===== config.mk =====
export PLATFORM = sky130hd
export DESIGN_NAME = fault_log_fifo
export DESIGN_NICKNAME = d
export VERILOG_FILES = /design/src/fmon_event_pkg.sv /design/src/fault_log_fifo.sv
export SDC_FILE = /design/constraint.sdc
export NUM_CORES = 1
export LEC_CHECK = 0
export BUFFER_PORTS_ARGS = -buffer_cell sky130_fd_sc_hd__buf_2
export CORE_ASPECT_RATIO = 0.7
export CORE_MARGIN = 5
export CORE_UTILIZATION = 55
export DETAILED_ROUTE_END_ITERATION = 12
export PLACE_DENSITY = 0.8
export SKIP_LAST_GASP = 1
export SYNTH_ARGS = -nofsm -noshare
export SYNTH_HDL_FRONTEND = slang
export SYNTH_SLANG_ARGS = --single-unit

===== constraint.sdc =====
create_clock -name clock -period 3.83 [get_ports clock]
set_input_delay 0.5745 -clock clock [delete_from_list [all_inputs] [get_ports clock]]
set_output_delay 0.5745 -clock clock [all_outputs]
set_load 0.05 [all_outputs]

===== src/fmon_event_pkg.sv =====
// Fault event definitions shared by the detector cores, the arbiter and the log
package fmon_event_pkg;

    // Monitored streams and sample format
    localparam int N_STREAMS = 2;
    localparam int SAMPLE_W = 16;
    localparam int CHAN_W = 4;

    // Slow trip duration and drop counter widths
    localparam int TRIP_W = 8;
    localparam int DROP_W = 8;

    // Fault log geometry
    localparam int LOG_DEPTH = 16;
    localparam int LOG_AW = 4;

    // Kind codes, a fast and a slow event ORed together give KIND_BOTH
    localparam logic [1:0] KIND_FAST = 2'b01;
    localparam logic [1:0] KIND_SLOW = 2'b10;
    localparam logic [1:0] KIND_BOTH = 2'b11;

    // Field view of one log entry, from the top bit down
    typedef struct packed {
        logic                       valid;
        logic                       stream;
        logic [1:0]                 kind;
        logic [CHAN_W-1:0]          channel;
        logic [7:0]                 reserved;
        logic signed [SAMPLE_W-1:0] sample;
    } fault_fields_t;

    // The cores fill in fields while the APB side reads the same word raw
    typedef union packed {
        logic [31:0]   raw;
        fault_fields_t f;
    } fault_entry_t;

endpackage


===== src/fault_log_fifo.sv =====
// Fault log FIFO with a head read port, a pop and a saturating drop counter
`timescale 1ns/1ps

module fault_log_fifo (
    input  logic                                  clock,
    input  logic                                  rst_n,
    input  logic                                  wr,
    input  fmon_event_pkg::fault_entry_t          wdata,
    input  logic                                  pop,
    input  logic                                  clear_drops,
    output fmon_event_pkg::fault_entry_t          head,
    output logic [fmon_event_pkg::LOG_AW:0]       count,
    output logic [fmon_event_pkg::DROP_W-1:0]     drops
);
    import fmon_event_pkg::*;

    fault_entry_t      mem [LOG_DEPTH];
    logic [LOG_AW-1:0] wr_ptr;
    logic [LOG_AW-1:0] rd_ptr;
    logic              full;
    logic              do_wr;
    logic              do_pop;

    assign full = (count == (LOG_AW + 1)'(LOG_DEPTH));
    assign do_wr = wr && !full;
    assign do_pop = pop && (count != '0);

    // Pointers wrap naturally since LOG_DEPTH is a power of two
    always_ff @(posedge clock) begin
        if (!rst_n) begin
            wr_ptr <= '0;
            rd_ptr <= '0;
            count <= '0;
        end else begin
            if (do_wr) wr_ptr <= wr_ptr + 1'b1;
            if (do_pop) rd_ptr <= rd_ptr + 1'b1;
            count <= count + do_wr - do_pop;
        end
    end

    always_ff @(posedge clock) begin
        if (do_wr) begin
            mem[wr_ptr] <= wdata;
        end
    end

    // Entries that find the log full are counted, the count sticks at its maximum
    always_ff @(posedge clock) begin
        if (!rst_n || clear_drops) begin
            drops <= '0;
        end else if (wr && full && drops != '1) begin
            drops <= drops + 1'b1;
        end
    end

    // An empty log shows an all-zero entry, so its valid bit reads low
    assign head = (count == '0) ? '0 : mem[rd_ptr];

endmodule


==> results.txt <==
Among all flip-flop cells after synthesis, the most frequent one is sky130_fd_sc_hd__edfxtp_1. The initial cell density of the core is 55.7%. The area share of the leading cell type in the synthesized netlist came out at 74.2%. In this run, the number of DRC markers left after iteration 0 of detailed routing was 1,133. The clock reaches the later pin of the worst-skew pair after 570 ps. The portion of the post-synthesis area used by sequential elements is 76.6%. The average detailed-routed wire length per instance came out at 25.6 um. The detailed-placement wirelength estimate came out at 23,700 um. Setup slack on the critical path of the routed design comes to 282 ps. The max-cap violation count is 0. The full die area is 41,700 sq um.

Setup violations remaining at the end of the flow were counted as 0. Clock tree synthesis inserted a total of 48 buffers. sky130_fd_sc_hd__edfxtp_1 is the most common cell in the netlist.

The number of global-route vias before repair is approximately 11,000. For this design the top-level I/O count stands at 82. Counting flops with an async set or reset pin after synthesis yields a share of 0%.

The count of cells resized by post-cts repair is 0. The final layout net count is 1,208. The worst-path maximum fanout came out at 20.

The minimum setup slack among reg-to-reg paths came out at about 950 ps. The final design utilization came out at 63.2%. The CTS H-tree depth came out at 2. TritonCTS built the clock tree.

The quantity of I/O buffers inserted on ports came out at 81. Clock-pin slew was measured on the worst setup and hold paths at 60 ps. The setup skew after layout is 14.4 ps. The number of distinct standard cells referenced by the synthesized netlist came out at 42.

The count of final max-slew check failures came to 0. Setup repair after global routing left no endpoint under its margin. The leakage dissipation is 7.49 nW. The count of endpoints failing hold in the final timing report was 0. The total core area came out at 37,200 sq um. The design draws 15.9 mW. The remaining antenna violation count after routing came out at 0. The initial antenna violation count is 3. The number of rows created at floorplan came out at just under 60.

By count the netlist is led by sky130_fd_sc_hd__edfxtp_1 (512), sky130_fd_sc_hd__mux2i_1 (131), sky130_fd_sc_hd__a22oi_1 (64), sky130_fd_sc_hd__mux4_2 (64), sky130_fd_sc_hd__nor2_1 (36). In this run the worst hold path is classified as in -> reg. The critical path startpoint is count[2]. The run finished with clean final reports. The floorplan die width came out at around 240 um. The post-synthesis to final-layout area growth is 13.6%.

Data on the critical path arrives at its endpoint at 2970 ps. The minimum clock period came out at between 3000 and 4000 ps. By area the synthesized netlist is led by sky130_fd_sc_hd__edfxtp_1 (74%), sky130_fd_sc_hd__mux4_2 (7.0%), sky130_fd_sc_hd__mux2i_1 (6.3%), sky130_fd_sc_hd__dfxtp_1 (2.4%), sky130_fd_sc_hd__a22oi_1 (2.3%). The required time at the endpoint of the critical path is around 3300 ps. The mean instance size in the synthesized netlist came out at 19.7 sq um. The tightest hold margin came out at 262 ps.

The worst-margin pin slew came out at ~700 ps. The count of flip-flops with a built-in enable after synthesis came out at 512. The upper clock frequency limit came out at ~0.28 GHz.

The number of fill cells came out at between 2,000 and 2,500. For this run, the total global-route usage over all layers was measured as 20.9%. The placer's final routability congestion estimate came out at 0.779. The share of final-layout standard cells stronger than drive strength 1 is 23.1%. The first-pass GRT wire length came out at between 60,000 and 70,000 um. The critical path is of the reg -> out type. After detailed routing, the number of remaining DRC violations is 0. The maximum number of pins on one net before global-route repair is 47. The largest voltage drop on the vdd net is 0.545 mV. The area of the mapped netlist came out at 20,700 sq um. The number of nets in the synthesized netlist is 1,099. The number of clock sinks is about 540.

The yosys synthesis warning count came out at 0. CTS placed an instance of sky130_fd_sc_hd__clkbuf_16 at the clock tree root. The post-placement cell area came out at 22,000 sq um.

The final clock period utilization by the worst path came out at 92.6%. The number of search-and-repair iterations in the first detailed-routing pass came out at 5. For this block, the via count after detailed routing is 10,400. The nature of the critical path startpoint is a flip-flop. STA classifies the critical path endpoint as an output pin. The chip height is 172 um. The startpoint identified for the worst hold timing path is rst_n.

The worst flop-to-flop path startpoint is count[2]. Summed over all instances, the cell type with the most area after synthesis is sky130_fd_sc_hd__edfxtp_1. The accumulated negative setup slack is 0 ps. The post-detailed-route via-to-cell ratio came out at ~6. In this run, synthesis produced a sequential element count of 537. The number of placed cells counting well taps came out at 1,597. With fillers left out, the area of the finished cells amounts to 23,500 sq um. The post-CTS repair timing setup buffer count came out at 0.

No sink is reached through more buffers than the 3 on the longest clock path. For this design the ratio of total power to cell area is between 600 and 700 nW/um^2. Excluding fillers, the count of instances in the completed layout stands at 1,684. The total overflow left after global routing is 0. The routed design has 43,200 um of wire. The quantity of hold-fixing buffers added after cts came out at 0. Counting every instance in the synthesized netlist gives about 1,100.

The worst pin sits at a relative slew slack of 54.5%. The worst setup slack before clock tree synthesis is around 860 ps.
final cells by class:
type,count,area [sq um],share of cell area [%]
Antenna cell,2,5.00,0.0213
Timing Repair Buffer,118,771,3.28
Clock inverter,23,256,1.09
Clock buffer,62,1290,5.50
Sequential cell,537,15900,67.5
Multi-Input combinational cell,444,4680,19.9
Inverter,10,37.5,0.160
Tap cell,488,611,2.59
metal layers:
metal | GRT usage (%) | wire length (um)
met1 | 31.2 | 18500
met2 | 32.6 | 20100
met3 | 4.42 | 3880
met4 | 4.41 | 597
met5 | 0 | 20
critical path: stages, from the launching register on:
cell and delay, ps:
sky130_fd_sc_hd__dfxtp_1 350, sky130_fd_sc_hd__inv_1 80, sky130_fd_sc_hd__ha_1 210, sky130_fd_sc_hd__or4b_1 300
sky130_fd_sc_hd__nor2b_4 640, sky130_fd_sc_hd__and3_1 380, sky130_fd_sc_hd__a221o_1 170, sky130_fd_sc_hd__buf_2 270
cell usage in the layout (no fill, tap or decap), drive strengths merged, types with 3 or more instances in the layout:
cell	Yosys	layout
xnor2	4	4
nor3	5	5
buf	32	118
clkinv	0	16
bufinv	0	5
ha	11	11
mux4	64	64
and3	35	35
nor2	36	36
mux2i	131	131
nand2	12	12
nand2b	5	5
nor2b	3	3
a221o	32	32
nand3	6	6
inv	10	12
edfxtp	512	512
dfxtp	25	25
clkbuf	27	62
xor2	9	9
a22oi	64	64
a21oi	5	5
state kept, by name (all words and copies together), names as in the netlist, named ones only:
register and count:
drops 8, rd_ptr 4, wr_ptr 4, mem 512
count 5
where the power goes:
group / internal [mW] / leakage [nW] / switching (mW) / total, mW
clock: 2.72 / 0.763 / 2.03 / 4.75
combinational: 1.55 / 1.90 / 2.79 / 4.34
sequential: 6.67 / 4.83 / 0.138 / 6.80
worst paths after layout:
kind / endpoint / depth (start not counted)
min: count[0] / 2
min reg2reg: rd_ptr[1] / 2
max: head[27] / 7
max reg2reg: count[4] / 13
kinds of logic after synthesis:
kind of cell,share of synthesized area (%)
DFF,76.6
muxes,13.3
and+or+nand+nor,2.98
AOI/OAI and AO/OA,4.26
buffers and inverters,1.53
xor gates and xnor gates,0.550
adders and majority gates,0.761
No activity file was read; power rests on OpenSTA's default activity.
