`src/fmon_event_pkg.sv`:
```
// Fault event definitions shared by the detector cores, the arbiter and the log
package fmon_event_pkg;

    // Monitored streams and sample format
    localparam int N_STREAMS = 2;
    localparam int SAMPLE_W = 16;
    localparam int CHAN_W = 4;

    // Slow trip duration and drop counter widths
    localparam int TRIP_W = 8;
    localparam int DROP_W = 8;

    // Fault log geometry
    localparam int LOG_DEPTH = 16;
    localparam int LOG_AW = 4;

    // Kind codes, a fast and a slow event ORed together give KIND_BOTH
    localparam logic [1:0] KIND_FAST = 2'b01;
    localparam logic [1:0] KIND_SLOW = 2'b10;
    localparam logic [1:0] KIND_BOTH = 2'b11;

    // Field view of one log entry, from the top bit down
    typedef struct packed {
        logic                       valid;
        logic                       stream;
        logic [1:0]                 kind;
        logic [CHAN_W-1:0]          channel;
        logic [7:0]                 reserved;
        logic signed [SAMPLE_W-1:0] sample;
    } fault_fields_t;

    // The cores fill in fields while the APB side reads the same word raw
    typedef union packed {
        logic [31:0]   raw;
        fault_fields_t f;
    } fault_entry_t;

endpackage

```
`src/fmon_reg_pkg.sv`:
```
// Fault monitor register map, APB widths and STATUS field layout
package fmon_reg_pkg;

    // APB bus widths
    localparam int APB_AW = 8;
    localparam int APB_DW = 32;

    // Each stream owns a block of registers at STREAM_STRIDE times its index
    localparam int STREAM_STRIDE = 'h20;

    // Offsets inside one stream block
    localparam int SLOW_LOW_OFS = 'h00;
    localparam int SLOW_HIGH_OFS = 'h04;
    localparam int TRIP_DURATION_OFS = 'h08;
    localparam int FAST_LOW_OFS = 'h0C;
    localparam int FAST_HIGH_OFS = 'h10;

    // Shared registers above the stream blocks
    localparam logic [APB_AW-1:0] STATUS_ADDR = 8'h40;
    localparam logic [APB_AW-1:0] CTRL_ADDR = 8'h44;
    localparam logic [APB_AW-1:0] LOG_ADDR = 8'h48;

    // STATUS layout, each field starts at its LSB position
    localparam int ST_FAST_LSB = 0;
    localparam int ST_SLOW_LSB = 2;
    localparam int ST_COUNT_LSB = 8;
    localparam int ST_DROP_LSB = 16;

    // CTRL bit that clears the faults and the drop count
    localparam int CTRL_CLEAR_BIT = 0;

endpackage

```
`src/fmon_apb_regs.sv`:
```
// APB slave holding the window thresholds, fault status, clear control and log pop
`timescale 1ns/1ps

module fmon_apb_regs (
    input  logic                                       clock,
    input  logic                                       rst_n,
    input  logic                                       psel,
    input  logic                                       penable,
    input  logic                                       pwrite,
    input  logic [fmon_reg_pkg::APB_AW-1:0]            paddr,
    input  logic [fmon_reg_pkg::APB_DW-1:0]            pwdata,
    output logic [fmon_reg_pkg::APB_DW-1:0]            prdata,
    output logic                                       pready,
    output logic                                       pslverr,
    output logic signed [fmon_event_pkg::SAMPLE_W-1:0] fast_low [fmon_event_pkg::N_STREAMS],
    output logic signed [fmon_event_pkg::SAMPLE_W-1:0] fast_high [fmon_event_pkg::N_STREAMS],
    output logic signed [fmon_event_pkg::SAMPLE_W-1:0] slow_low [fmon_event_pkg::N_STREAMS],
    output logic signed [fmon_event_pkg::SAMPLE_W-1:0] slow_high [fmon_event_pkg::N_STREAMS],
    output logic [fmon_event_pkg::TRIP_W-1:0]          trip_duration [fmon_event_pkg::N_STREAMS],
    input  logic [fmon_event_pkg::N_STREAMS-1:0]       fast_fault,
    input  logic [fmon_event_pkg::N_STREAMS-1:0]       slow_fault,
    input  fmon_event_pkg::fault_entry_t               log_head,
    input  logic [fmon_event_pkg::LOG_AW:0]            log_count,
    input  logic [fmon_event_pkg::DROP_W-1:0]          log_drops,
    output logic                                       clear_fault,
    output logic                                       log_pop
);
    import fmon_reg_pkg::*;
    import fmon_event_pkg::*;

    logic              access;
    logic              hit;
    logic [APB_DW-1:0] rdata;

    // Address of one register inside the block of stream s
    function automatic logic [APB_AW-1:0] reg_addr(input int s, input int ofs);
        return APB_AW'(s * STREAM_STRIDE + ofs);
    endfunction

    // Thresholds read back sign-extended to the bus width
    function automatic logic [APB_DW-1:0] sext(input logic signed [SAMPLE_W-1:0] v);
        return {{(APB_DW - SAMPLE_W){v[SAMPLE_W-1]}}, v};
    endfunction

    // No wait states, every access completes in one cycle
    assign access = psel && penable;
    assign pready = 1'b1;

    // Address decode and read mux
    always_comb begin
        hit = 1'b0;
        rdata = '0;
        for (int s = 0; s < N_STREAMS; s++) begin
            if (paddr == reg_addr(s, SLOW_LOW_OFS)) begin
                hit = 1'b1;
                rdata = sext(slow_low[s]);
            end
            if (paddr == reg_addr(s, SLOW_HIGH_OFS)) begin
                hit = 1'b1;
                rdata = sext(slow_high[s]);
            end
            if (paddr == reg_addr(s, TRIP_DURATION_OFS)) begin
                hit = 1'b1;
                rdata = APB_DW'(trip_duration[s]);
            end
            if (paddr == reg_addr(s, FAST_LOW_OFS)) begin
                hit = 1'b1;
                rdata = sext(fast_low[s]);
            end
            if (paddr == reg_addr(s, FAST_HIGH_OFS)) begin
                hit = 1'b1;
                rdata = sext(fast_high[s]);
            end
        end
        if (paddr == STATUS_ADDR) begin
            hit = 1'b1;
            rdata[ST_FAST_LSB +: N_STREAMS] = fast_fault;
            rdata[ST_SLOW_LSB +: N_STREAMS] = slow_fault;
            rdata[ST_COUNT_LSB +: LOG_AW + 1] = log_count;
            rdata[ST_DROP_LSB +: DROP_W] = log_drops;
        end
        // CTRL is write only and reads back as zero
        if (paddr == CTRL_ADDR) begin
            hit = 1'b1;
        end
        if (paddr == LOG_ADDR) begin
            hit = 1'b1;
            rdata = log_head.raw;
        end
    end

    assign prdata = (access && !pwrite && hit) ? rdata : '0;
    assign pslverr = access && !hit;

    // Both pulses act on the clock edge that closes the access phase
    assign clear_fault = access && pwrite && (paddr == CTRL_ADDR) && pwdata[CTRL_CLEAR_BIT];
    assign log_pop = access && !pwrite && (paddr == LOG_ADDR) && (log_count != '0);

    // Configuration registers
    always_ff @(posedge clock) begin
        if (!rst_n) begin
            for (int s = 0; s < N_STREAMS; s++) begin
                fast_low[s] <= '0;
                fast_high[s] <= '0;
                slow_low[s] <= '0;
                slow_high[s] <= '0;
                trip_duration[s] <= '0;
            end
        end else if (access && pwrite) begin
            for (int s = 0; s < N_STREAMS; s++) begin
                if (paddr == reg_addr(s, SLOW_LOW_OFS)) slow_low[s] <= pwdata[SAMPLE_W-1:0];
                if (paddr == reg_addr(s, SLOW_HIGH_OFS)) slow_high[s] <= pwdata[SAMPLE_W-1:0];
                if (paddr == reg_addr(s, TRIP_DURATION_OFS)) begin
                    trip_duration[s] <= pwdata[TRIP_W-1:0];
                end
                if (paddr == reg_addr(s, FAST_LOW_OFS)) fast_low[s] <= pwdata[SAMPLE_W-1:0];
                if (paddr == reg_addr(s, FAST_HIGH_OFS)) fast_high[s] <= pwdata[SAMPLE_W-1:0];
            end
        end
    end

endmodule

```
`config.mk`:
```
export PLATFORM = sky130hd
export DESIGN_NAME = fmon_apb_regs
export DESIGN_NICKNAME = d
export VERILOG_FILES = /design/src/fmon_event_pkg.sv /design/src/fmon_reg_pkg.sv /design/src/fmon_apb_regs.sv
export SDC_FILE = /design/constraint.sdc
export NUM_CORES = 1
export LEC_CHECK = 0
export BUFFER_PORTS_ARGS = -buffer_cell sky130_fd_sc_hd__buf_2
export CAP_MARGIN = 20
export CORE_MARGIN = 5
export CORE_UTILIZATION = 55
export CTS_CLUSTER_DIAMETER = 80
export DETAILED_ROUTE_END_ITERATION = 10
export GPL_ROUTABILITY_DRIVEN = 0
export PLACE_DENSITY = 0.93
export SLEW_MARGIN = 25
export SYNTH_ARGS = -nofsm -noshare
export SYNTH_HDL_FRONTEND = slang
export SYNTH_SLANG_ARGS = --single-unit
```
`constraint.sdc`:
```
create_clock -name clock -period 3.3 [get_ports clock]
set_input_delay 0.165 -clock clock [delete_from_list [all_inputs] [get_ports clock]]
set_output_delay 0.165 -clock clock [all_outputs]
set_load 0.02 [all_outputs]
```
==> results.toml <==
[yosys]
yosysUniqueCellTypes = 72
yosys_register_bits = 144
synth-main-ff-cell = "dfxtp_1"
syn_inst = 1000
netlist_area_um2 = 7794
synthArstFlopShare_pct = 0
yosys_warnings = 0
synth-edff-count = 0
synth.avg_cell_area_um2 = 7.794
synth_nets = 1094
synth_seq_area_share_pct = 36.99

[critical_path]
critPathTopFamily = "simple AND/OR/NAND/NOR gates"
cp-end-kind = "output pin"
crit_chain = "buf_2 -> or4b_1 -> nor3_2 -> o21ai_0 -> a22o_1 -> a311oi_1 -> buf_2"
crit_fanout = 30
reg2reg_from = "fast_high[17]"
cp_slowest_cell = "or4b_1"
critPathLaunchType = "primary input"
crit_buf_inv = 2
crit_path_frequent_cell = "buf_2"
crit_arrival_ns = 2.73
required_ns = 3.13
startpoint = "paddr[4]"
criticalPathCategory = "in2out"
critPathMaxStageDelay_ns = 0.88

[pwr]
p_int_mw = 3.037
p_leak_nw = 4.033
peakVddDrop_mv = 0.3236
swShare_pct = 23.83
comb_power_share_pct = 7.6
p_clk_share_pct = 48.8
finalPower_mw = 3.988
power.density_nw_per_um2 = 407.5
p_switching_mw = 0.9504
seqPwrFrac_pct = 43.6

[placement]
dpl.hpwl_mm = 22.49
port_buffers = 256
placed_area_um2 = 9194

[clocking]
cts-root-buf = "clkbuf_16"
clk-insertion-delay-late_ns = 0.44
path_clk_slew_ns = 0.06
htree_levels = 4
cts_setup_buffers = 0
cts_resized = 0
postCtsHoldBufs = 0
cts_tree = "yes"
cts.path.max_buffers = 2
cts_buffers = 17
cts.sinks = 144

[drt]
antenna_left = 0
drt-total-wl_mm = 31.11
vias_per_cell = 6.330
num_vias = 8938
firstDrtPassIters = 6
drc = 0
drtIter0Drc = 1304
wl_per_cell_um = 22.03

[cells_and_area]
multi_input_area_um2 = 4514
fin_nets = 1312
syn2layout_area_growth_pct = 25.56
drive_above_1_share_pct = 28.48
final_area_um2 = 9786
fillers = 1104
regArea_um2 = 2883

[floorplanning]
num_rows = 43
initial_core_util_pct = 56.15
die_y_um = 129.0
die_area_um2 = 16650
die_w_um = 129.0
core_um2 = 13880
ios = 274

[global_route]
grt_usage_pct = 35.86
grt_max_degree = 90
grt_pass1_vias = 8307
antenna_found_initial = 3
grt_pass1_wl_mm = 46.37
grt-ovfl-total = 0

[status]
outcome = "finished, final reports clean"

[timing]
final.period_utilization_pct = 87.83
rsz0062_at_grt = "false"
fmax_ghz = 0.3450
final_max_slew_viol_count = 0
hold_viol_final = 0
worst_pin_slew_ns = 0.8752
fin_tns_setup_ns = 0
fin_hold_ws_ns = 0.08171
skew_ns = 0
finalCriticalPeriod_ns = 2.898
finalSetupViolCount = 0
relSlewSlack_pct = 41.65

[worst_hold_path]
min_path_type = "in2reg"
hp-start = "pwdata[8]"

[run]
cap_violations = 0
==> area by class of cell <==
cell class | count | area share (%)
inverter | 2 | 0.07672
antenna | 3 | 0.07672
multi-input combinational | 761 | 46.13
timing repair buffer | 292 | 15.98
clock buffer | 19 | 4.526
sequential | 144 | 29.46
clock inverter | 11 | 1.445
tap | 180 | 2.301
==> cell usage after synthesis (2+ instances only) <==
cell,instances,area [µm²]
o32a_1,3,30.03
or2_2,3,18.77
nand3_1,19,95.09
o21ai_0,34,170.2
nand2_1,276,1036
a22oi_1,4,30.03
nor3_2,6,60.06
a311oi_1,2,17.52
nand4_1,5,31.28
a221oi_1,4,35.03
o22ai_1,13,81.33
a222oi_1,2,20.02
nor2_1,42,157.7
dfxtp_1,144,2883
a21oi_1,35,175.2
o2bb2ai_1,5,43.79
o2111ai_1,5,43.79
or4b_1,3,30.03
nand2b_1,2,12.51
a32o_1,3,30.03
o21a_1,2,15.01
nor4b_2,2,30.03
and2_1,4,25.02
nor4b_1,3,26.28
a2bb2oi_1,2,17.52
and3_1,3,18.77
or3_1,8,50.05
mux4_2,4,90.09
clkbuf_1,59,221.5
nor4_1,2,12.51
nor3b_1,2,15.01
a211oi_1,24,180.2
mux2i_1,27,270.3
nor3_1,12,60.06
nor2b_1,28,175.2
buf_2,24,120.1
a21boi_1,4,30.03
or4_1,4,30.03
a22o_1,12,105.1
buf_4,4,30.03
a21boi_0,125,938.4
buf_1,5,18.77
==> final timing paths <==
path	end	slack, ns	depth (start not counted)
max	prdata[10]	0.40	7
min	slow_low[24]	0.08	3
max reg2reg	fast_high[17]	2.48	2
min reg2reg	trip_duration[11]	0.47	2
==> registers in the layout, indices dropped and copies added (netlist names) <==
register / count
slow_low: 32
fast_high: 32
fast_low: 32
trip_duration: 16
slow_high: 32
==> tightest hold or removal path: stages <==
cell	delay (ns)
buf_2	0.17
nand2_1	0.08
a21boi_1	0.05
==> power by group through the flow <==
stage	clock network, mW	logic, mW	registers (mW)
detailed placement	0	0.288	1.78
global route	2.03	0.314	1.74
finish	1.95	0.303	1.74
global placement	0	0.283	1.78
CTS	1.94	0.290	1.74
floorplan	0	0.170	1.78
==> stage by stage <==
stage,setup WS [ns],utilization (%),cells
2_1_floorplan,1.024,-,1000
6_report,0.4018,70.50,1412
5_1_grt,0.3608,70.50,1412
3_5_place_dp,0.4666,66.23,1379
3_3_place_gp,0.5228,66.23,1379
4_1_cts,0.4636,70.44,1409
==> logic make-up after synthesis <==
family                 synth area share [%]
multiplexers                          4.768
AO/OA/AOI/OAI                         27.24
flip-flops                            36.99
AND/OR/NAND/NOR                       25.70
other                               0.04812
buffers and inverters                 5.250
==> routing by layer <==
layer	wire [µm]	GRT usage, %
met1	10940	44.15
met2	14010	56.04
met3	4506	12.20
met4	1647	18.10
met5	0	0
==> placed cells by master, fill, tap and decap left out, types with 5 or more instances in the layout <==
cell,instances
a211oi_1,24
a21boi_0,125
a21oi_1,35
a22o_1,12
buf_2,256
buf_4,35
clkbuf_16,17
dfxtp_1,144
mux2i_1,27
nand2_1,276
nand3_1,19
nand4_1,5
nor2_1,42
nor2b_1,28
nor3_1,12
nor3_2,6
o2111ai_1,5
o21ai_0,34
o22ai_1,13
o2bb2ai_1,5
or3_1,8
(Power assumes the default switching activity.)
