### src/fmon_event_pkg.sv
// Fault event definitions shared by the detector cores, the arbiter and the log
package fmon_event_pkg;

    // Monitored streams and sample format
    localparam int N_STREAMS = 2;
    localparam int SAMPLE_W = 16;
    localparam int CHAN_W = 4;

    // Slow trip duration and drop counter widths
    localparam int TRIP_W = 8;
    localparam int DROP_W = 8;

    // Fault log geometry
    localparam int LOG_DEPTH = 16;
    localparam int LOG_AW = 4;

    // Kind codes, a fast and a slow event ORed together give KIND_BOTH
    localparam logic [1:0] KIND_FAST = 2'b01;
    localparam logic [1:0] KIND_SLOW = 2'b10;
    localparam logic [1:0] KIND_BOTH = 2'b11;

    // Field view of one log entry, from the top bit down
    typedef struct packed {
        logic                       valid;
        logic                       stream;
        logic [1:0]                 kind;
        logic [CHAN_W-1:0]          channel;
        logic [7:0]                 reserved;
        logic signed [SAMPLE_W-1:0] sample;
    } fault_fields_t;

    // The cores fill in fields while the APB side reads the same word raw
    typedef union packed {
        logic [31:0]   raw;
        fault_fields_t f;
    } fault_entry_t;

endpackage

### src/fault_detector_core.sv
// Fault detector core that checks one stream against a fast and a slow window
`timescale 1ns/1ps

module fault_detector_core (
    input  logic                                      clock,
    input  logic                                      rst_n,
    input  logic                                      stream_id,
    input  logic                                      sample_valid,
    input  logic [fmon_event_pkg::CHAN_W-1:0]         sample_channel,
    input  logic signed [fmon_event_pkg::SAMPLE_W-1:0] sample_data,
    input  logic signed [fmon_event_pkg::SAMPLE_W-1:0] fast_low,
    input  logic signed [fmon_event_pkg::SAMPLE_W-1:0] fast_high,
    input  logic signed [fmon_event_pkg::SAMPLE_W-1:0] slow_low,
    input  logic signed [fmon_event_pkg::SAMPLE_W-1:0] slow_high,
    input  logic [fmon_event_pkg::TRIP_W-1:0]         trip_duration,
    input  logic                                      clear_fault,
    input  logic                                      log_gnt,
    output logic                                      fast_fault,
    output logic                                      slow_fault,
    output logic                                      log_req,
    output fmon_event_pkg::fault_entry_t              log_entry
);
    import fmon_event_pkg::*;

    logic              fast_miss;
    logic              slow_miss;
    logic              slow_trip;
    logic [TRIP_W-1:0] run_cnt;
    logic [TRIP_W-1:0] run_next;
    logic [1:0]        new_kind;
    logic [1:0]        pending;
    logic [CHAN_W-1:0] evt_channel;
    logic signed [SAMPLE_W-1:0] evt_sample;

    // Window misses are signed compares against both bounds
    assign fast_miss = sample_valid && (sample_data < fast_low || sample_data > fast_high);
    assign slow_miss = sample_valid && (sample_data < slow_low || sample_data > slow_high);

    // Run length including the current miss, held at the top so it never wraps
    assign run_next = (run_cnt == '1) ? run_cnt : run_cnt + 1'b1;

    // A zero trip duration switches slow detection off
    assign slow_trip = slow_miss && (trip_duration != '0) && (run_next >= trip_duration);

    // Only a clear-to-set transition counts as a new event; a clear in the same cycle wins
    assign new_kind[0] = fast_miss && !fast_fault && !clear_fault;
    assign new_kind[1] = slow_trip && !slow_fault && !clear_fault;

    always_ff @(posedge clock) begin
        if (!rst_n) begin
            fast_fault <= 1'b0;
            slow_fault <= 1'b0;
            run_cnt <= '0;
        end else if (clear_fault) begin
            fast_fault <= 1'b0;
            slow_fault <= 1'b0;
            run_cnt <= '0;
        end else begin
            // Flags are sticky until software clears them
            fast_fault <= fast_fault | fast_miss;
            slow_fault <= slow_fault | slow_trip;
            if (slow_miss) begin
                run_cnt <= run_next;
            end else if (sample_valid) begin
                run_cnt <= '0;
            end
        end
    end

    // Pending kind bits survive a clear, later events are ORed in until the grant
    always_ff @(posedge clock) begin
        if (!rst_n) begin
            pending <= 2'b00;
        end else if (log_gnt) begin
            pending <= new_kind;
        end else begin
            pending <= pending | new_kind;
        end
    end

    // Payload is taken from the event that opens a request so the entry stays stable
    always_ff @(posedge clock) begin
        if (new_kind != 2'b00 && (pending == 2'b00 || log_gnt)) begin
            evt_channel <= sample_channel;
            evt_sample <= sample_data;
        end
    end

    assign log_req = |pending;

    always_comb begin
        log_entry = '0;
        log_entry.f.valid = 1'b1;
        log_entry.f.stream = stream_id;
        log_entry.f.kind = pending;
        log_entry.f.channel = evt_channel;
        log_entry.f.sample = evt_sample;
    end

endmodule

### config.mk
export PLATFORM = sky130hd
export DESIGN_NAME = fault_detector_core
export DESIGN_NICKNAME = d
export VERILOG_FILES = /design/src/fmon_event_pkg.sv /design/src/fault_detector_core.sv
export SDC_FILE = /design/constraint.sdc
export NUM_CORES = 1
export LEC_CHECK = 0
export BUFFER_PORTS_ARGS = -buffer_cell sky130_fd_sc_hd__buf_2
export CAP_MARGIN = 30
export CELL_PAD_IN_SITES_DETAIL_PLACEMENT = 1
export CELL_PAD_IN_SITES_GLOBAL_PLACEMENT = 2
export CORE_AREA = 2 2 110 112
export DETAILED_ROUTE_END_ITERATION = 12
export DIE_AREA = 0 0 112 114
export GPL_TIMING_DRIVEN = 0
export MAX_ROUTING_LAYER = met4
export PLACE_DENSITY_LB_ADDON = 0.1
export SETUP_SLACK_MARGIN = 0.15
export SYNTH_ARGS = -nofsm -noshare
export SYNTH_HDL_FRONTEND = slang
export SYNTH_SLANG_ARGS = --single-unit
### constraint.sdc
create_clock -name clock -period 4.4 [get_ports clock]
set_clock_uncertainty 0.1 [all_clocks]
set_input_delay 0.22 -clock clock [delete_from_list [all_inputs] [get_ports clock]]
set_output_delay 0.22 -clock clock [all_outputs]
set_load 0.05 [all_outputs]
==> metrics.txt, run 1 <==
Finished Cell Area 4190 sq um; # diodes 0; highest-delay cell along the critical path dfxtp_1; power per cell area 251 nW/um^2; worst skew pair latency 0.27 ns; deepest clock path buffer count 2; vias in the first global route 3078; dpl hpwl 8180 um; CTS tree yes; Main synth FF type edfxtp_1; wire per inst 14.6 um; Cell Area, Synth 3180 sq um; unrepaired setup endpoints after global routing no; Max stage delay on crit path 0.44 ns; HP Class primary input to flip-flop; Critical Path RT 4.28 ns; clk sink count 32; WS Path Type flip-flop to flip-flop; P&R area growth vs syn 31.9%; initial antenna violation count 0; # port buffers 122; most common cell after layout, fill and taps aside buf_2; Layout Nets 663; worst vdd ir 131 uV; Final setup viols 0; first-pass GRT wire length 14800 um; Reg clk slew, reported paths 0.06 ns; H-tree depth 2; Fmax 0.271 GHz; largest net degree at the start of global routing 16; Avg Cell Area, Syn 8.95 sq um; Pre-antenna DRT Iters 4; total gr overflow 0; via/cell ratio 4.60; sequential-to-total area share from yosys stat 0.265; WP data arrival 3.57 ns; critical-path cell list ha_1 -> and3_1 -> and3_1 -> nand3_1 -> mux2_2 -> ha_1 -> a21o_1 -> a21oi_1 -> o21ai_0 -> a31o_2 -> o211ai_1 -> a22oi_2 -> buf_8; antenna viol nets, final 0; Max-cap violations 0; DR vias 2952; CTS buffer count 5; CP startpoint kind flip-flop; CTS Hold Bufs 0; drc violations 0; Pwr Total 1050 uW; Async S/R FF share, synth 0; outcome completed; initial DRC count 59; Die Ht 114 um; placed inst area 4020 sq um; Synth Instances 355; Post-synth EDFFs 20; Tmin final 3.69 ns; Worst Max-Slew Pin Slew 0.570 ns; CP endpoint kind flip-flop; Total Routing Usage GR 0.151; post-route setup slack 0.710 ns; RePlAce Congestion 0.767; number of synthesis warnings 0; Crit path max-delay family compound AO/OA/AOI/OAI gates; Row Count 40; Core Region 11700 sq um; routed wire length 9360 um; Die Area 12800 sq um; pre-CTS WS 0.320 ns; Final Hold Viols 0; CP Max Fanout 15; fin. max-slew vios 0; final hold slack 0.0144 ns; Slew HR 0.618; Die X 112 um; setup TNS 0 ns; root buf cell clkbuf_16; IO Count 133; Distinct cells, synth 52; initial core utilization 0.271; synthesis-stage register bit count 32; Worst Path Buf+Inv 1; Lkg Pwr 0.00231 uW; layout cells sized above 1 0.307; most frequent cells in the layout buf_2, inv_1, ha_1; part of the cycle the worst path needs 0.839
## cell families after synthesis
| group | synth area share |
|---|---|
| compound gates | 0.177 |
| xor+xnor | 0.0110 |
| fa+ha+maj | 0.280 |
| buf+inv | 0.118 |
| flops | 0.265 |
| mux | 0.00984 |
| other cells | 0.00236 |
| simple gates | 0.138 |
## layer usage
layer / vias to the layer above / GRT usage / wire [um]
met2: 83 / 0.254 / 4330
met5: - / - / 0
met1: 1344 / 0.190 / 4390
met4: 0 / 0.0390 / 136
li1: 1517 / - / -
met3: 8 / 0.0271 / 493
## state kept, by name, indices dropped and copies added (netlist names)
signal and cells:
run_cnt 8, fast_fault 1, evt_sample 16, evt_channel 4, pending 2, slow_fault 1
## synth_stat cells, drive strengths merged (2+ instances only)
library cell  instances  area share
a2111oi               2       0.017
a211o                 2      0.0055
a211oi                2      0.0047
a21boi                3      0.0071
a21o                  9       0.021
a21oi                24       0.038
a32o                  7       0.022
and3                  5      0.0098
and4                  3      0.0083
buf                  11       0.027
conb                  2      0.0024
dfxtp                12       0.076
edfxtp               20        0.19
ha                   71        0.28
inv                  76       0.090
mux2i                 2      0.0063
nand2                16       0.019
nand2b                5       0.012
nand3                 7       0.011
nand4                 9       0.018
nor2                 11       0.013
nor2b                 4      0.0079
nor3                  4      0.0063
nor4                  4      0.0079
o211ai                4      0.0094
o21a                  2      0.0047
o21ai                 9       0.014
o21bai                3      0.0083
o22ai                 3      0.0059
or2                   2      0.0039
xnor2                 4       0.011
## worst paths after layout
path	from	to	slack [ns]	depth (start not counted)
worst max-delay path	run_cnt[0]	evt_sample[4]	0.71	13
worst min register to register	slow_fault	slow_fault	0.36	2
worst max register to register	run_cnt[0]	evt_sample[4]	0.71	13
worst min-delay path	sample_channel[3]	evt_channel[3]	0.01	1
## metrics by stage
| step | util | cells |
|---|---|---|
| 6_report | 0.358 | 642 |
| 5_1_grt | 0.358 | 642 |
| 4_1_cts | 0.357 | 640 |
| 3_5_place_dp | 0.343 | 632 |
| 3_3_place_gp | 0.341 | 631 |
| 2_1_floorplan | - | 362 |
## area by class of cell
class | count | area (sq um)
tap | 147 | 184
buffer | 12 | 90.1
sequential | 32 | 841
clock buffer | 8 | 156
multi-input combinational | 242 | 1990
inverter | 76 | 285
fill | 1433 | 7520
timing repair buffer | 125 | 641
## what timing repair did
action / 4_1_cts / 5_1_grt
buffers inserted: 0 / 2
endpoints found under the setup margin: 0 / 15
resized for setup: 0 / 0
## power breakdown
part	leakage, uW	internal [uW]	switching, uW
Sequential	0.000283	337	4.67
Clock	0.0000772	241	133
Combinational	0.00195	131	207
Total	0.00231	709	344
(Power assumes the default switching activity.)
==> inputs of run 2 (changes only) <==
--- a/config.mk
+++ b/config.mk
@@ -9,9 +9,9 @@
 export CAP_MARGIN = 30
 export CELL_PAD_IN_SITES_DETAIL_PLACEMENT = 1
 export CELL_PAD_IN_SITES_GLOBAL_PLACEMENT = 2
-export CORE_AREA = 2 2 110 112
+export CORE_AREA = 2 2 116 118
 export DETAILED_ROUTE_END_ITERATION = 12
-export DIE_AREA = 0 0 112 114
+export DIE_AREA = 0 0 118 120
 export GPL_TIMING_DRIVEN = 0
 export MAX_ROUTING_LAYER = met4
 export PLACE_DENSITY_LB_ADDON = 0.1
==> constraint.sdc (replaced) <==
create_clock -name clock -period 3.3 [get_ports clock]
set_clock_uncertainty 0.1 [all_clocks]
set_input_delay 0.165 -clock clock [delete_from_list [all_inputs] [get_ports clock]]
set_output_delay 0.165 -clock clock [all_outputs]
set_load 0.05 [all_outputs]
==> metrics.txt, run 2 (synthesis gave the netlist of run 1 again) <==
outcome completed; most common cell after layout, fill and taps aside buf_2; highest-delay cell along the critical path dfxtp_4; largest net degree at the start of global routing 13 (-3); deepest clock path buffer count 2 (unchanged); Core Region 13000 sq um (+11%); CTS buffer count 5 (unchanged); Lkg Pwr 0.00238 uW (+3.0%); Final setup viols 0 (unchanged); Die Area 14200 sq um (+11%); reg-to-reg startpoint run_cnt[1]; Die X 118 um (+5.4%); first-pass GRT wire length 16000 um (+8.4%); vias in the first global route 3153 (+2.4%); Worst Path Buf+Inv 1 (unchanged); root buf cell clkbuf_16; layout cells sized above 1 0.337 (+0.0295); max reg flops 16 (unchanged); Row Count 42 (+5.0%); total gr overflow 0 (unchanged); critical path startpoint run_cnt[1]; placed inst area 4110 sq um (+2.4%); reg-to-reg slack, setup 0.26 ns (-0.45 ns); WS Path Type flip-flop to flip-flop; power per cell area 316 nW/um^2 (+26%); Die Ht 120 um (+5.3%); Reg with most FFs evt_sample; part of the cycle the worst path needs 0.922 (+0.0833); endpoint of the worst hold path evt_sample[0]; Layout Nets 676 (+2.0%); Pre-antenna DRT Iters 4 (unchanged); Clock power frac 0.345 (-0.010); drc violations 0 (unchanged); Net Sw Frac 0.333 (+0.00626); clk sink count 32 (unchanged); setup TNS 0 ns (unchanged); RePlAce Congestion 0.722 (-5.8%); CTS tree yes; Pint 932 uW (+31%); Combinational Power Share 0.330 (+0.009); worst vdd ir 154 uV (+17%); H-tree depth 2 (unchanged); # port buffers 122 (unchanged); Max stage delay on crit path 0.36 ns (-0.08 ns); CP Max Fanout 8 (-7); critical-path cell list ha_4 -> and3_4 -> and3_4 -> nand3_4 -> mux2_4 -> ha_4 -> a21o_1 -> a21oi_2 -> o21ai_2 -> a31o_2 -> o211ai_1 -> a22oi_2 -> buf_8; CP endpoint kind flip-flop; Sw Pwr 465 uW (+35%); worst r2r path cells 13 (unchanged); DR vias 3018 (+2.2%); Crit path max-delay family compound AO/OA/AOI/OAI gates; initial core utilization 0.245 (-0.0265); # diodes 0 (unchanged); Final Hold Viols 0 (unchanged); initial DRC count 89 (+51%); biggest regs evt_sample (16), run_cnt (8), evt_channel (4); fin util 0.341 (-0.0172); Total Routing Usage GR 0.150 (-0.00172); Critical Path RT 3.20 ns (-1.08 ns); Seq pwr share 0.325 (about the same); unrepaired setup endpoints after global routing yes; WP data arrival 2.94 ns (-0.63 ns); fin. max-slew vios 0 (unchanged); CP startpoint kind flip-flop; Hold Crit Start sample_data[0]; HP Class primary input to flip-flop; Fmax 0.329 GHz (+21%); initial antenna violation count 0 (unchanged); P&R area growth vs syn 39.1%; worst skew pair latency 0.28 ns (about the same); Finished Cell Area 4420 sq um (+5.5%); Max-cap violations 0 (unchanged); antenna viol nets, final 0 (unchanged); Crit Reg-Reg Endpoint evt_sample[8]; Reg clk slew, reported paths 0.06 ns (about the same); via/cell ratio 4.41 (-4.0%); routed wire length 9910 um (+5.9%); Worst Max-Slew Pin Slew 0.567 ns (-0.00295 ns); dpl hpwl 8420 um (+3.0%); Tmin final 3.04 ns (-0.648 ns); final hold slack 0.0138 ns (-0.000670 ns); WHS Path Cells 1 (unchanged); wire per inst 14.5 um (-0.56%); Slew HR 0.620 (+0.00198); IO Count 133 (unchanged); most frequent cells in the layout buf_2, inv_1, ha_1
## run 2: changes by cell type in the layout (fill, tap and decap cells not counted), sizes merged
cell         before  now
dlygate4sd3       0    4
buf             136  145
## run 2: area by class of cell
type / instances / area, sq um
buffer: 12 / 90.1
clock buffer: 8 / 146
fill: 1582 / 8560
inverter: 76 / 285
multi-input combinational: 242 / 2070
sequential: 32 / 848
tap: 176 / 220
timing repair buffer: 138 / 764
## run 2: how the worst max path moves through the flow
stage	to	cells past startpoint	slack, ns
after global routing	evt_sample[8]	13	0.10
after global placement	evt_sample[8]	9	-0.81
final	evt_sample[8]	13	0.26
after CTS	evt_sample[8]	13	0.13
after floorplan	evt_channel[0]	12	0.10
after detailed placement	evt_sample[8]	10	-0.56
## run 2: per-stage QoR
stage / total power [uW] / std cells / setup WS [ns]
after detailed placement: 919 / 661 / -0.560
after global routing: 1490 / 684 / 0.105
after floorplan: 756 / 362 / 0.103
after CTS: 1430 / 682 / 0.128
final: 1400 / 684 / 0.257
after global placement: 905 / 660 / -0.805
## run 2: metal layers
metal	track usage	part of all wire	up-vias
met5	-	0	-
met4	0.0361	0.0081	0
met3	0.0304	0.045	4
met2	0.257	0.50	80
met1	0.180	0.45	1390
li1	-	-	1544
## run 2: power by group through the flow
stage	logic, uW	registers [uW]	clock network (uW)
6_report	462	454	481
5_1_grt	520	456	515
4_1_cts	470	454	506
3_5_place_dp	455	464	0
3_3_place_gp	441	464	0
2_1_floorplan	228	528	0
## run 2: what timing repair did
action                                  in CTS  in global routing
resized for setup                            1                  4
buffers inserted                             9                  2
pin swaps                                    7                  8
endpoints found under the hold margin        4                  0
endpoints found under the setup margin      20                 20
hold buffers                                 4                  0
==> inputs of run 3 (changes only) <==
--- a/config.mk
+++ b/config.mk
@@ -13,8 +13,10 @@
 export DETAILED_ROUTE_END_ITERATION = 12
 export DIE_AREA = 0 0 118 120
 export GPL_TIMING_DRIVEN = 0
+export HOLD_SLACK_MARGIN = 0.03
 export MAX_ROUTING_LAYER = met4
 export PLACE_DENSITY_LB_ADDON = 0.1
+export RECOVER_POWER = 25
 export SETUP_SLACK_MARGIN = 0.15
 export SYNTH_ARGS = -nofsm -noshare
 export SYNTH_HDL_FRONTEND = slang
==> metrics.txt, run 3 (synthesis gave the netlist of run 1 again) <==
outcome completed; max reg flops 16 (unchanged); Die X 118 um (unchanged); Row Count 42 (unchanged); P&R area growth vs syn 38.8%; layout cells sized above 1 0.305 (-0.0321); Die Ht 120 um (unchanged); largest net degree at the start of global routing 13 (unchanged); Max stage delay on crit path 0.36 ns (about the same); worst skew pair latency 0.28 ns (about the same); initial DRC count 90 (+1.1%); post-route setup slack 0.257 ns (-0.000374 ns); power per cell area 316 nW/um^2 (about the same); worst vdd ir 154 uV (about the same); via/cell ratio 4.40 (-0.25%); IO Count 133 (unchanged); CP endpoint kind flip-flop; CP Max Fanout 8 (unchanged); vias in the first global route 3156 (+0.095%); DR vias 3015 (-0.099%); part of the cycle the worst path needs 0.922 (about the same); wire per inst 14.5 um (about the same); Critical Path RT 3.20 ns (about the same); most common cell after layout, fill and taps aside buf_2; Reg with most FFs evt_sample; unrepaired setup endpoints after global routing yes; pre-CTS WS -0.560 ns (unchanged); Core Region 13000 sq um (unchanged); Final Hold Viols 0 (unchanged); critical-path cell list ha_4 -> and3_4 -> and3_4 -> nand3_4 -> mux2_4 -> ha_4 -> a21o_1 -> a21oi_2 -> o21ai_2 -> a31o_2 -> o211ai_1 -> a22oi_2 -> buf_8; Slew HR 0.609 (-0.0106); total gr overflow 0 (unchanged); H-tree depth 2 (unchanged); RePlAce Congestion 0.722 (unchanged); root buf cell clkbuf_16; deepest clock path buffer count 2 (unchanged); CP startpoint kind flip-flop; initial core utilization 0.245 (unchanged); HP Class primary input to flip-flop; biggest regs evt_sample (16), run_cnt (8), evt_channel (4); fin. max-slew vios 0 (unchanged); most frequent cells in the layout buf_2, inv_1, ha_1; Pre-antenna DRT Iters 4 (unchanged); Worst Max-Slew Pin Slew 0.589 ns (+0.0218 ns); highest-delay cell along the critical path dfxtp_4; Reg clk slew, reported paths 0.06 ns (about the same); antenna viol nets, final 0 (unchanged); # port buffers 122 (unchanged); routed wire length 9940 um (+0.24%); drc violations 0 (unchanged); Die Area 14200 sq um (unchanged); Tmin final 3.04 ns (+0.000374 ns); dpl hpwl 8420 um (unchanged); first-pass GRT wire length 16000 um (+0.12%); CTS buffer count 5 (unchanged); fin util 0.340 (-0.000771); clk sink count 32 (unchanged); Max-cap violations 0 (unchanged); Total Routing Usage GR 0.150 (+0.000208); Layout Nets 677 (+0.15%); Lkg Pwr 0.00234 uW (-1.7%); WS Path Type flip-flop to flip-flop; WP data arrival 2.94 ns (about the same); Final setup viols 0 (unchanged); CTS tree yes; initial antenna violation count 0 (unchanged); # diodes 0 (unchanged); Fmax 0.329 GHz (about the same)
run 3: cell type report:
class | instances | area, sq um
Fill cell | 1580 | 8570
Multi-Input combinational cell | 242 | 2070
Sequential cell | 32 | 848
Timing Repair Buffer | 139 | 754
Inverter | 76 | 285
Tap cell | 176 | 220
Clock buffer | 8 | 146
Buffer | 12 | 90.1
run 3: critical path: cells and delay by family, from the launching register on:
family / cells / cell delay, ns
AO/OA/AOI/OAI: 6 / 0.86
adder cells (fa/ha/maj): 2 / 0.39
flip-flops: 1 / 0.36
buffers and inverters: 1 / 0.19
multiplexers: 1 / 0.35
AND/OR/NAND/NOR: 3 / 0.48
run 3: path summary, 6_finish.rpt:
kind                                  from            end  slack (ns)  depth (start not counted)
worst max-delay path            run_cnt[1]  evt_sample[8]        0.26                         13
worst min-delay path                 rst_n     pending[0]        0.07                          2
worst max register to register  run_cnt[1]  evt_sample[8]        0.26                         13
worst min register to register  pending[0]     pending[0]        0.37                          2
run 3: layer usage:
metal  GRT usage  vias up  share of wire
li1            -     1545              -
met4      0.0361        0         0.0081
met1       0.181     1390           0.45
met2       0.257       76           0.50
met5           -        -              0
met3      0.0304        4          0.042
run 3: repair_timing:
item | CTS | global route
setup endpoints to repair | 20 | 20
resized for setup | 1 | 4
pin swaps | 7 | 8
buffers inserted | 9 | 2
hold endpoints to repair | 5 | 0
hold buffers | 5 | 0
run 3: power by group:
part | switching [uW] | total, uW | internal [uW]
combinational | 280 | 459 | 180
sequential | 5.64 | 454 | 448
clock | 180 | 481 | 301
run 3: stage by stage:
| step | instances | instance area (sq um) | total power, uW | setup TNS [ns] | hold slack [ns] |
|---|---|---|---|---|---|
| 2_1_floorplan | 362 | 3270 | 756 | 0 | 0.164 |
| 6_report | 685 | 4410 | 1390 | 0 | 0.0671 |
| 3_5_place_dp | 661 | 4110 | 919 | -9.19 | 0.251 |
| 5_1_grt | 685 | 4410 | 1490 | 0 | 0.0670 |
| 3_3_place_gp | 660 | 4100 | 905 | -16.04 | 0.242 |
| 4_1_cts | 683 | 4390 | 1430 | 0 | 0.0408 |
